[src/verilog/bus_pkg.sv]
package bus_pkg;

	localparam int data_w = 8;
	localparam int addr_w = 16;

	typedef logic [data_w-1:0] data_t;
	typedef logic [addr_w-1:0] addr_t;

	// One CPU access, strobes are single cycle
	typedef struct packed {
		addr_t addr;
		data_t wdata;
		logic  rd;
		logic  wr;
	} bus_req_t;

	localparam addr_t addr_ie = 16'hffff; // Interrupt enable
	localparam addr_t addr_if = 16'hff0f; // Interrupt flags

	// Decoded register strobes
	typedef struct packed {
		logic ie_wr;
		logic if_wr;
		logic ie_rd;
		logic if_rd;
	} reg_sel_t;

endpackage

[src/verilog/irq_pkg.sv]
package irq_pkg;

	localparam int n_src_default = 5; // VBLANK, STAT, timer, serial, joypad

	// Restart vectors sit 8 bytes apart from 0x0040
	localparam logic [15:0] vec_base = 16'h0040;
	localparam logic [15:0] vec_step = 16'h0008;

	typedef struct packed {
		logic        valid;  // One-cycle dispatch result
		logic        cancel; // Dispatch found nothing pending
		logic [15:0] vector; // Restart address, 0 on cancel
	} irq_vec_t;

	// Restart address for a source index
	function automatic logic [15:0] irq_vector(input logic [2:0] idx);
		logic [15:0] offs;
		offs = vec_step * {13'd0, idx};
		return vec_base + offs;
	endfunction

endpackage

[src/verilog/bus_decode.sv]
module bus_decode (
	input  logic              clk,
	input  logic              rst,
	input  bus_pkg::bus_req_t bus,
	input  bus_pkg::data_t    ie_q,
	input  logic [7:0]        if_q,  // Already padded with 1s
	output bus_pkg::reg_sel_t sel,
	output bus_pkg::data_t    rdata
);

	import bus_pkg::*;

	logic hit_ie;
	logic hit_if;

	assign hit_ie = (bus.addr == addr_ie); // 0xFFFF
	assign hit_if = (bus.addr == addr_if); // 0xFF0F

	// Qualify address hits with the strobes
	always_comb begin
		sel.ie_wr = hit_ie & bus.wr;
		sel.if_wr = hit_if & bus.wr;
		sel.ie_rd = hit_ie & bus.rd;
		sel.if_rd = hit_if & bus.rd;
	end

	// Read mux, open bus reads back as all ones
	always_comb begin
		rdata = 8'hff;
		if (sel.ie_rd) begin
			rdata = ie_q;
		end else if (sel.if_rd) begin
			rdata = if_q;
		end
	end

	// CPU never reads and writes in one cycle
	assert property (@(posedge clk) disable iff (rst) !(bus.rd && bus.wr))
		else $error("bus_decode: rd and wr high together");

endmodule

[src/verilog/irq_control.sv]
module irq_control #(
	parameter int n_src = 5
) (
	input  logic              clk,
	input  logic              rst,
	input  logic              ime,      // Master enable level from the CPU
	input  logic              dispatch, // CPU starts an interrupt entry
	input  logic              any_pend,
	input  logic [2:0]        win_idx,
	input  logic [n_src-1:0]  win_onehot,
	output logic [n_src-1:0]  ack_clr,
	output logic              irq_req,
	output logic              wake,
	output irq_pkg::irq_vec_t vec
);

	import irq_pkg::*;

	typedef enum logic {
		st_idle,
		st_deliver
	} state_t;

	state_t           state;
	state_t           state_nxt;
	logic [n_src-1:0] win_r;    // Captured winner
	logic [15:0]      vector_r;
	logic             cancel_r;

	// Deliver lasts one cycle, a new dispatch restarts it
	always_comb begin
		state_nxt = state;
		case (state)
			st_idle: begin
				if (dispatch) begin
					state_nxt = st_deliver;
				end
			end
			st_deliver: begin
				state_nxt = dispatch ? st_deliver : st_idle;
			end
			default: state_nxt = st_idle;
		endcase
	end

	always_ff @(posedge clk) begin
		if (rst) begin
			state <= st_idle;
		end else begin
			state <= state_nxt;
		end
	end

	// Snapshot the winner on the dispatch edge
	always_ff @(posedge clk) begin
		if (dispatch) begin
			win_r    <= any_pend ? win_onehot : '0;
			vector_r <= any_pend ? irq_vector(win_idx) : 16'h0000;
			cancel_r <= ~any_pend; // Flag went away before entry
		end
	end

	// Result and flag clear both pulse in the deliver cycle
	always_comb begin
		vec.valid  = (state == st_deliver);
		vec.cancel = vec.valid & cancel_r;
		vec.vector = vec.valid ? vector_r : 16'h0000;
	end

	assign ack_clr = (state == st_deliver) ? win_r : '0;

	assign wake    = any_pend; // Halt ends regardless of IME
	assign irq_req = any_pend & ime & (state == st_idle);

	// At most one flag is cleared per dispatch
	assert property (@(posedge clk) disable iff (rst) $onehot0(ack_clr))
		else $error("irq_control: ack_clr not one-hot");

endmodule

[src/verilog/irq_prio.sv]
module irq_prio #(
	parameter int n_src = 5
) (
	input  logic [7:0]       ie_q,
	input  logic [7:0]       if_q,
	output logic             any_pend,
	output logic [2:0]       win_idx,
	output logic [n_src-1:0] win_onehot
);

	logic [n_src-1:0] pend;

	assign pend = ie_q[n_src-1:0] & if_q[n_src-1:0]; // Enabled and flagged
	assign any_pend = |pend;

	// Isolate lowest set bit, source 0 has top priority
	assign win_onehot = pend & (~pend + 1'b1);

	// Scan from the top so the lowest index is left last
	always_comb begin
		win_idx = '0;
		for (int i = n_src - 1; i >= 0; i--) begin
			if (pend[i]) begin
				win_idx = 3'(i);
			end
		end
	end

	// Winner is one-hot or zero and names the same source as the index
	always_comb begin
		assert final (win_onehot == (any_pend ? (n_src'(1'b1) << win_idx) : '0))
			else $error("irq_prio: winner %b disagrees with index %0d for pend %b",
				win_onehot, win_idx, pend);
	end

endmodule

[src/verilog/irq_regs.sv]
module irq_regs #(
	parameter int n_src = 5
) (
	input  logic              clk,
	input  logic              rst,
	input  bus_pkg::reg_sel_t sel,
	input  bus_pkg::data_t    wdata,
	input  logic [n_src-1:0]  req,     // One-cycle request pulses
	input  logic [n_src-1:0]  ack_clr, // One-hot clear from dispatch
	output bus_pkg::data_t    ie_q,
	output logic [7:0]        if_q
);

	import bus_pkg::*;

	data_t            ie_r;   // All 8 IE bits are stored
	logic [n_src-1:0] if_r;
	logic [n_src-1:0] if_nxt;

	// IE is plain read/write
	always_ff @(posedge clk) begin
		if (rst) begin
			ie_r <= '0;
		end else if (sel.ie_wr) begin
			ie_r <= wdata;
		end
	end

	// IF update order is clear, then write, then set
	always_comb begin
		if_nxt = if_r & ~ack_clr;
		if (sel.if_wr) begin
			if_nxt = wdata[n_src-1:0];
		end
		if_nxt = if_nxt | req; // Request wins over clear and write
	end

	always_ff @(posedge clk) begin
		if (rst) begin
			if_r <= '0;
		end else begin
			if_r <= if_nxt;
		end
	end

	assign ie_q = ie_r;

	// Unused flag bits read back as 1
	always_comb begin
		if_q = 8'hff;
		if_q[n_src-1:0] = if_r;
	end

endmodule

[src/verilog/irq_top.sv]
module irq_top #(
	parameter int n_src = irq_pkg::n_src_default
) (
	input  logic              clk,
	input  logic              rst,
	input  bus_pkg::bus_req_t bus,
	input  logic [n_src-1:0]  req,
	input  logic              ime,
	input  logic              dispatch,
	output bus_pkg::data_t    rdata,
	output logic              irq_req,
	output logic              wake,
	output irq_pkg::irq_vec_t vec
);

	import bus_pkg::*;

	reg_sel_t         sel;
	data_t            ie_q;
	logic [7:0]       if_q;       // Padded flag view
	logic             any_pend;
	logic [2:0]       win_idx;
	logic [n_src-1:0] win_onehot;
	logic [n_src-1:0] ack_clr;

	// IF is one byte wide
	if (n_src < 1 || n_src > 8) begin : g_bad_n_src
		$error("irq_top: n_src must be 1 to 8, got %0d", n_src);
	end

	bus_decode i_bus_decode (
		.clk   (clk),
		.rst   (rst),
		.bus   (bus),
		.ie_q  (ie_q),
		.if_q  (if_q),
		.sel   (sel),
		.rdata (rdata)
	);

	irq_regs #(
		.n_src (n_src)
	) i_irq_regs (
		.clk     (clk),
		.rst     (rst),
		.sel     (sel),
		.wdata   (bus.wdata),
		.req     (req),
		.ack_clr (ack_clr),
		.ie_q    (ie_q),
		.if_q    (if_q)
	);

	irq_prio #(
		.n_src (n_src)
	) i_irq_prio (
		.ie_q       (ie_q),
		.if_q       (if_q),
		.any_pend   (any_pend),
		.win_idx    (win_idx),
		.win_onehot (win_onehot)
	);

	irq_control #(
		.n_src (n_src)
	) i_irq_control (
		.clk        (clk),
		.rst        (rst),
		.ime        (ime),
		.dispatch   (dispatch),
		.any_pend   (any_pend),
		.win_idx    (win_idx),
		.win_onehot (win_onehot),
		.ack_clr    (ack_clr),
		.irq_req    (irq_req),
		.wake       (wake),
		.vec        (vec)
	);

	// A real vector always clears the flag that produced it
	assert property (@(posedge clk) disable iff (rst)
		(vec.valid && !vec.cancel) |-> (ack_clr != '0))
		else $error("irq_top: vector delivered without flag clear");

endmodule
[config.mk]
export PLATFORM = sky130hd
export DESIGN_NAME = irq_top
export DESIGN_NICKNAME = d
export VERILOG_FILES = /design/src/verilog/bus_pkg.sv /design/src/verilog/irq_pkg.sv /design/src/verilog/bus_decode.sv /design/src/verilog/irq_control.sv /design/src/verilog/irq_prio.sv /design/src/verilog/irq_regs.sv /design/src/verilog/irq_top.sv
export SDC_FILE = /design/constraint.sdc
export NUM_CORES = 1
export LEC_CHECK = 0
export BUFFER_PORTS_ARGS = -buffer_cell sky130_fd_sc_hd__buf_2
export CAP_MARGIN = 20
export CORE_UTILIZATION = 45
export CTS_CLUSTER_DIAMETER = 60
export DETAILED_ROUTE_END_ITERATION = 10
export HOLD_SLACK_MARGIN = 0.12
export PLACE_DENSITY_LB_ADDON = 0.1
export SETUP_SLACK_MARGIN = 0.02
export SYNTH_ARGS = -nofsm -noshare
export SYNTH_HDL_FRONTEND = slang
export SYNTH_SLANG_ARGS = --single-unit
[constraint.sdc]
create_clock -name clk -period 4.4 [get_ports clk]
set_clock_uncertainty 0.2 [all_clocks]
set_input_delay 0.44 -clock clk [delete_from_list [all_inputs] [get_ports clk]]
set_output_delay 0.44 -clock clk [all_outputs]
set_load 0.01 [all_outputs]
==> impl_metrics.tcl, run 1 <==
set metrics [dict create \
    status "complete, but fails checks" \
    failed_checks "DRC" \
    design_area_sq_um 1620 \
    diodes 0 \
    synth_top_family_by_area "simple AND/OR/NAND/NOR gates" \
    clkTransAtPathRegs_ns 0.14 \
    dieArea_sq_um 3260 \
    path_buf_inv 2 \
    switching_share_pct 21.6 \
    pwr-share-seq_pct 54.1 \
    regArea_sq_um 581 \
    netlist_area_sq_um 1370 \
    clockRootBuffer "clkbuf_4" \
    gr-usage-all-layers_pct 17.5 \
    drc 8 \
    portBuffers 50 \
    fin_crit_sh_pct 59.3 \
    n_fill_cell 270 \
    path_cells "buf_2 -> or4_4 -> nor3_4 -> nand2_4 -> o22a_1 -> buf_2" \
    die_h_microns 57.1 \
    cp.depth 6 \
    synth_fa_ha_area_share_pct 0 \
    wl_per_cell_microns 13.3 \
    holdBufCountCts 0 \
    io_pins 63 \
    ys_top_cells_by_count "dfxtp_1, buf_4, edfxtp_1" \
    ys_ff_latch 24 \
    rsz0062_at_grt "false" \
    clk_path_buf_depth 2 \
    synth_top_area_share_pct 22.0 \
    whs_ns 0.182 \
    grt_pass1_vias 1069 \
    dpl.hpwl_mm 2.09 \
    muxShareOfSynthArea_pct 0 \
    p_sw_mw 0.0973 \
    slew_headroom_pct 66.5 \
    hold_viol_final 0 \
    synthFlopType "dfxtp_1" \
    syn_inst 134 \
    worstMarginPinSlew_ns 0.501 \
    timing.critical_path.mode_cell "buf_2" \
    p_int_mw 0.353 \
    final_core_util_pct 57.7 \
    end_kind "output pin" \
    place_area_sq_um 1570 \
    maxCapViolCount 0 \
    drt-total-wl_mm 2.80 \
    vias_per_cell 5.22 \
    p_leak_nw 0.724 \
    cts.sinks 24 \
    hold_path.class "primary input to register" \
    cts_resized 0 \
    avgSynthCellArea_sq_um 10.2 \
    grt_max_degree 23 \
    ys_warn_count 0 \
    dr_total_vias 1101 \
    p_clk_share_pct 35.2 \
    synth.area.top_cells "edfxtp_1, dfxtp_1, buf_4, nand4b_1, a221o_2" \
    cts_tree "done" \
    synthSimpleGateAreaFrac_pct 28.0 \
    ys_async_sr_fraction_pct 0 \
    antenna_found_initial 0 \
    setup_viol 0 \
    die_x_microns 57.1 \
    firstDrtPassIters 7 \
    grt_pass1_wl_mm 4.44 \
    grt_overflow_total 0 \
    path_max_fanout 11 \
    p_per_area_nw_per_um2 278 \
    synth_edf_count 10 \
    rows 19 \
    startpoint_type "primary input" \
    drv_slew 0 \
    yosysSeqAreaShare_pct 42.5 \
    cts_setup_buffers 0 \
    syn2layout_area_growth_pct 18.5 \
    min_period_ns 2.61 \
    cpPeakStageDelay_ns 0.54 \
    fin_ws_ns 1.79 \
    path_class "primary input to output pin" \
    synth_area_leader_cell "edfxtp_1" \
    finalSetupTns_ns 0 \
    pre_cts_slack_ns 1.80 \
    drive_gt1_share_pct 40.6 \
    required_ns 3.76 \
    yosysMostFrequentCell "dfxtp_1" \
    cts_inserted_buffers 3 \
    fin_nets 216 \
    fmax_ghz 0.383 \
    clock_latency_ns 0.32 \
    multiInputGateArea_sq_um 666 \
    gp_congestion 0.824 \
    core_sq_um 2810 \
    ff2ff_path_depth 4 \
    path_delay_family "simple AND/OR/NAND/NOR gates" \
    cp_slowest_cell "or4_4" \
    synth_compound_area_share_pct 17.5 \
    combPwrFrac_pct 10.8 \
    crit_arrival_ns 1.97 \
    synthXorXnorAreaFrac_pct 0 \
    cts_max_level 1 \
    yosysUniqueCellTypes 32 \
    drt_iter0_drc 35 \
    initial_core_util_pct 48.7 \
    antenna_left 0 \
    holdPathStages 3 \
    ir_drop_v 0.000250 \
]
==> path summary, 6_finish.rpt <==
check,startpoint,to,slack (ns)
min reg2reg,i_irq_regs.ie_q[6]$_SDFFE_PP0P_,i_irq_regs.ie_q[6]$_SDFFE_PP0P_,0.27
min,bus[9],i_irq_regs.ie_q[7]$_SDFFE_PP0P_,0.18
max,bus[16],rdata[2],1.79
max reg2reg,i_irq_regs.if_r[1]$_SDFF_PP0_,i_irq_control.vector_r[6]$_SDFFCE_PP0P_,2.82
==> logic make-up after synthesis <==
kind of cell | Yosys count
buf+inv | 27
simple gates | 50
other cells | 1
compound gates | 32
flops | 24
==> per-stage QoR <==
stage	instances	total power, mW
6_report	211	0.450
2_1_floorplan	145	0.280
3_5_place_dp	207	0.296
3_3_place_gp	207	0.295
5_1_grt	211	0.472
4_1_cts	211	0.456
==> metal layers <==
metal / track usage, % / vias to the layer above / part of all wire [%]
met5: 0 / - / 0
met1: 21.4 / 510 / 43
li1: - / 552 / -
met4: 1.05 / 0 / 0
met3: 4.76 / 0 / 6.9
met2: 32.1 / 39 / 50
==> cells in the final DEF (no fill, tap or decap) <==
| cell type | Yosys | routed |
|---|---|---|
| nor3b_1 | 1 | 1 |
| bufinv_16 | 0 | 1 |
| edfxtp_1 | 10 | 10 |
| nand3b_1 | 1 | 1 |
| nor3_4 | 2 | 2 |
| inv_1 | 8 | 8 |
| a21oi_1 | 3 | 3 |
| nand4_1 | 2 | 2 |
| clkbuf_4 | 0 | 3 |
| a31oi_1 | 5 | 5 |
| a221o_2 | 5 | 5 |
| nand2_4 | 2 | 2 |
| a21oi_2 | 5 | 5 |
| nor2_4 | 1 | 1 |
| conb_1 | 1 | 12 |
| nor2b_1 | 1 | 1 |
| nand4_4 | 2 | 2 |
| nor2_1 | 5 | 5 |
| nand4b_1 | 8 | 8 |
| dfxtp_1 | 14 | 14 |
| or4_4 | 1 | 1 |
| nand3_1 | 1 | 1 |
| a22o_1 | 1 | 1 |
| o22a_1 | 5 | 5 |
| and2_1 | 7 | 7 |
| nor2_2 | 1 | 1 |
| or2_1 | 3 | 3 |
| nand2b_1 | 8 | 8 |
| nand2_1 | 4 | 4 |
| o21ai_1 | 8 | 8 |
| buf_2 | 2 | 50 |
==> power groups by stage <==
| stage | registers, mW | clock network [mW] | logic, mW |
|---|---|---|---|
| floorplan | 0.246 | 0 | 0.0342 |
| global placement | 0.248 | 0 | 0.0470 |
| detailed placement | 0.248 | 0 | 0.0483 |
| CTS | 0.243 | 0.164 | 0.0485 |
| global route | 0.244 | 0.174 | 0.0528 |
| finish | 0.243 | 0.158 | 0.0484 |
==> layout make-up <==
type / count / share of cell area (%)
well taps: 31 / 2.40
clock buffers: 3 / 1.39
multi-input cells: 94 / 41.1
inverters: 8 / 1.86
clock inverters: 1 / 1.86
flip-flops and latches: 24 / 35.9
repair buffers: 50 / 15.5
==> worst reg2reg max path, cell delays in order (launching register included) <==
cell      delay [ns]
dfxtp_1         0.36
a22o_1          0.28
nand3b_1        0.21
a21oi_1         0.21
inv_1           0.08
==> flip-flops by register name, summed over array words and instances, names as in the netlist <==
register / count
i_irq_control.cancel_r: 1
i_irq_control.state: 1
i_irq_control.vector_r: 4
i_irq_control.win_r: 5
i_irq_regs.ie_q: 8
i_irq_regs.if_r: 5
(Power assumes the default switching activity.)
==> inputs of run 2 (changes only) <==
--- a/config.mk
+++ b/config.mk
@@ -5,6 +5,7 @@
 export SDC_FILE = /design/constraint.sdc
 export NUM_CORES = 1
 export LEC_CHECK = 0
+export ABC_AREA = 1
 export BUFFER_PORTS_ARGS = -buffer_cell sky130_fd_sc_hd__buf_2
 export CAP_MARGIN = 20
 export CORE_UTILIZATION = 45
==> constraint.sdc (replaced) <==
create_clock -name clk -period 2.7 [get_ports clk]
set_clock_uncertainty 0.2 [all_clocks]
set_input_delay 0.27 -clock clk [delete_from_list [all_inputs] [get_ports clk]]
set_output_delay 0.27 -clock clk [all_outputs]
set_load 0.01 [all_outputs]
==> run 2 against run 1 <==
  * The flow now finishes without violations
  * Synthesized area grew 6.5%
  * Sequential cell count unchanged
  * Final cell count grew 42%
  * Register-to-register slack lost 2.0 ns
  * Via count is 22% higher
  * Total power rose by 46%
  * Sequential power up 63%
  * Non-clock buffer count increased by 19
  * Global-route usage is 0.68 points higher
  * Clock power about the same
  * Critical path depth stayed put
  * Largest power group unchanged
  * Critical endpoint is now i_irq_regs.if_r[0]$_SDFF_PP0_
==> impl_metrics.tcl, run 2 <==
set metrics [dict create \
    status "completed" \
    clockRootBuffer "clkbuf_4" \
    synth_top_area_share_pct 20.7 \
    fmax_ghz 0.534 \
    yosysSeqAreaShare_pct 39.9 \
    drv_slew 0 \
    synth.area.top_cells "edfxtp_1, dfxtp_1, nand2_1, inv_1, buf_4" \
    path_max_fanout 12 \
    startpoint_type "register" \
    finalSetupTns_ns 0 \
    io_pins 63 \
    place_area_sq_um 1670 \
    synthFlopType "dfxtp_1" \
    diodes 0 \
    fin_nets 292 \
    layout_commonest_cell "buf_2" \
    p_leak_nw 0.922 \
    fin_crit_sh_pct 69.3 \
    firstDrtPassIters 5 \
    drt-total-wl_mm 2.94 \
    netlist_area_sq_um 1450 \
    hold_path.class "primary input to register" \
    portBuffers 50 \
    yosysMostFrequentCell "nand2_1" \
    holdBufCountCts 18 \
    mostFrequentLayoutCells "buf_2, nand2_1, inv_1, dlygate4sd3_1, nor2_1" \
    p_per_area_nw_per_um2 350 \
    cts_setup_buffers 0 \
    min_period_ns 1.87 \
    worstReg2RegEnd "i_irq_regs.if_r[0]$_SDFF_PP0_" \
    grt_pass1_vias 1144 \
    syn_inst 191 \
    holdPathStages 3 \
    syn2layout_area_growth_pct 29.3 \
    multiInputGateArea_sq_um 659 \
    ys_warn_count 0 \
    grt_max_degree 23 \
    antenna_found_initial 0 \
    worstHoldStart "bus[0]" \
    gr-usage-all-layers_pct 18.2 \
    dpl.hpwl_mm 2.19 \
    vias_per_cell 4.48 \
    finalPower_mw 0.659 \
    ys_top_cells_by_count "nand2_1, inv_1, nor2_1" \
    ir_drop_v 0.000137 \
    crit_arrival_ns 1.90 \
    die_h_microns 58.8 \
    setup_viol 0 \
    grt_pass1_wl_mm 4.83 \
    synth_edf_count 10 \
    wl_per_cell_microns 9.79 \
    antenna_left 0 \
    drc 0 \
    hold_viol_final 0 \
    dr_total_vias 1343 \
    ys_ff_latch 24 \
    initial_core_util_pct 47.6 \
    largest_reg_flops 8 \
    min_to "i_irq_regs.ie_q[1]$_SDFFE_PP0P_" \
    required_ns 2.73 \
    synth_area_leader_cell "edfxtp_1" \
    cts.sinks 24 \
    clk_path_buf_depth 2 \
    grt_overflow_total 0 \
    ys_async_sr_fraction_pct 0 \
    die_x_microns 58.8 \
    maxCapViolCount 0 \
    clkTransAtPathRegs_ns 0.13 \
    drt_iter0_drc 16 \
    rsz0062_at_grt "false" \
    design_area_sq_um 1880 \
    regArea_sq_um 581 \
    path_class "register to register" \
    yosysUniqueCellTypes 25 \
    cts_resized 0 \
    drive_gt1_share_pct 25.0 \
    ff2ff_path_depth 6 \
    rows 20 \
    dieArea_sq_um 3460 \
    n_fill_cell 318 \
    core_sq_um 3050 \
    whs_ns 0.250 \
    cts_inserted_buffers 3 \
    gp_congestion 0.744 \
    r2r_start "i_irq_control.state$_SDFF_PP0_" \
    avgSynthCellArea_sq_um 7.61 \
    clock_latency_ns 0.31 \
    final_core_util_pct 61.6 \
    reg2reg_slack_ns 0.83 \
    cts_max_level 1 \
    cts_tree "done" \
    end_kind "register" \
]
[run 2: cell count changes in the layout (fill, tap and decap cells not counted), moves of 8 or more]
| cell | change |
|---|---|
| nor2_1 | +10 |
| inv_1 | +24 |
| nand3b_1 | +12 |
| dlygate4sd3_1 | +18 |
| nand4b_1 | -8 |
| nand2_1 | +38 |
| nand2b_1 | -8 |
[run 2: worst max-delay path by stage]
stage / startpoint / endpoint / slack [ns] / cells after the start
finish: i_irq_control.state$_SDFF_PP0_ / i_irq_regs.if_r[0]$_SDFF_PP0_ / 0.83 / 6
global route: i_irq_regs.if_r[2]$_SDFF_PP0_ / irq_req / 0.71 / 7
CTS: i_irq_control.state$_SDFF_PP0_ / i_irq_regs.if_r[4]$_SDFF_PP0_ / 0.82 / 6
detailed placement: bus[11] / rdata[2] / 0.85 / 10
global placement: bus[11] / rdata[2] / 0.84 / 10
floorplan: bus[11] / rdata[3] / 1.18 / 8
[run 2: stage by stage]
stage | cells | setup WS (ns)
2_1_floorplan | 202 | 1.18
3_3_place_gp | 278 | 0.843
3_5_place_dp | 278 | 0.850
4_1_cts | 300 | 0.819
5_1_grt | 300 | 0.708
6_report | 300 | 0.828
[run 2: power breakdown]
part | total (mW) | switching, mW | internal [mW] | leakage (nW)
combinational | 0.102 | 0.0505 | 0.0515 | 0.693
sequential | 0.395 | 0.00785 | 0.387 | 0.214
clock | 0.161 | 0.104 | 0.0577 | 0.0150
total | 0.659 | 0.162 | 0.497 | 0.922
[run 2: final cells by class]
type	count	area share, %
clock buffers	4	1.40
inverters	32	6.39
multi-input cells	127	35.1
flip-flops and latches	24	30.9
well taps	44	2.93
repair buffers	69	23.3
[run 2: routing by layer]
metal,wire length [microns],global-route usage (%)
met2,1410,32.1
met3,139,2.20
met1,1350,22.3
met5,0,0
met4,47,7.14
[run 2: kinds of logic (layout without fill, tap and decap cells)]
group,count (synthesis),count (layout),share of synthesized area [%]
buf+inv,51,105,17.6
flops,24,24,39.9
compound gates,19,19,7.57
simple gates,96,96,34.7
other cells,1,12,0.258
[run 2: critical path, cell delays in order, from the launching register on]
cell and delay, ns:
dfxtp_1 0.57, a21boi_0 0.18, nand2_1 0.11, nand3_1 0.07, dlygate4sd3_1 0.57, nand2_1 0.06, inv_1 0.04
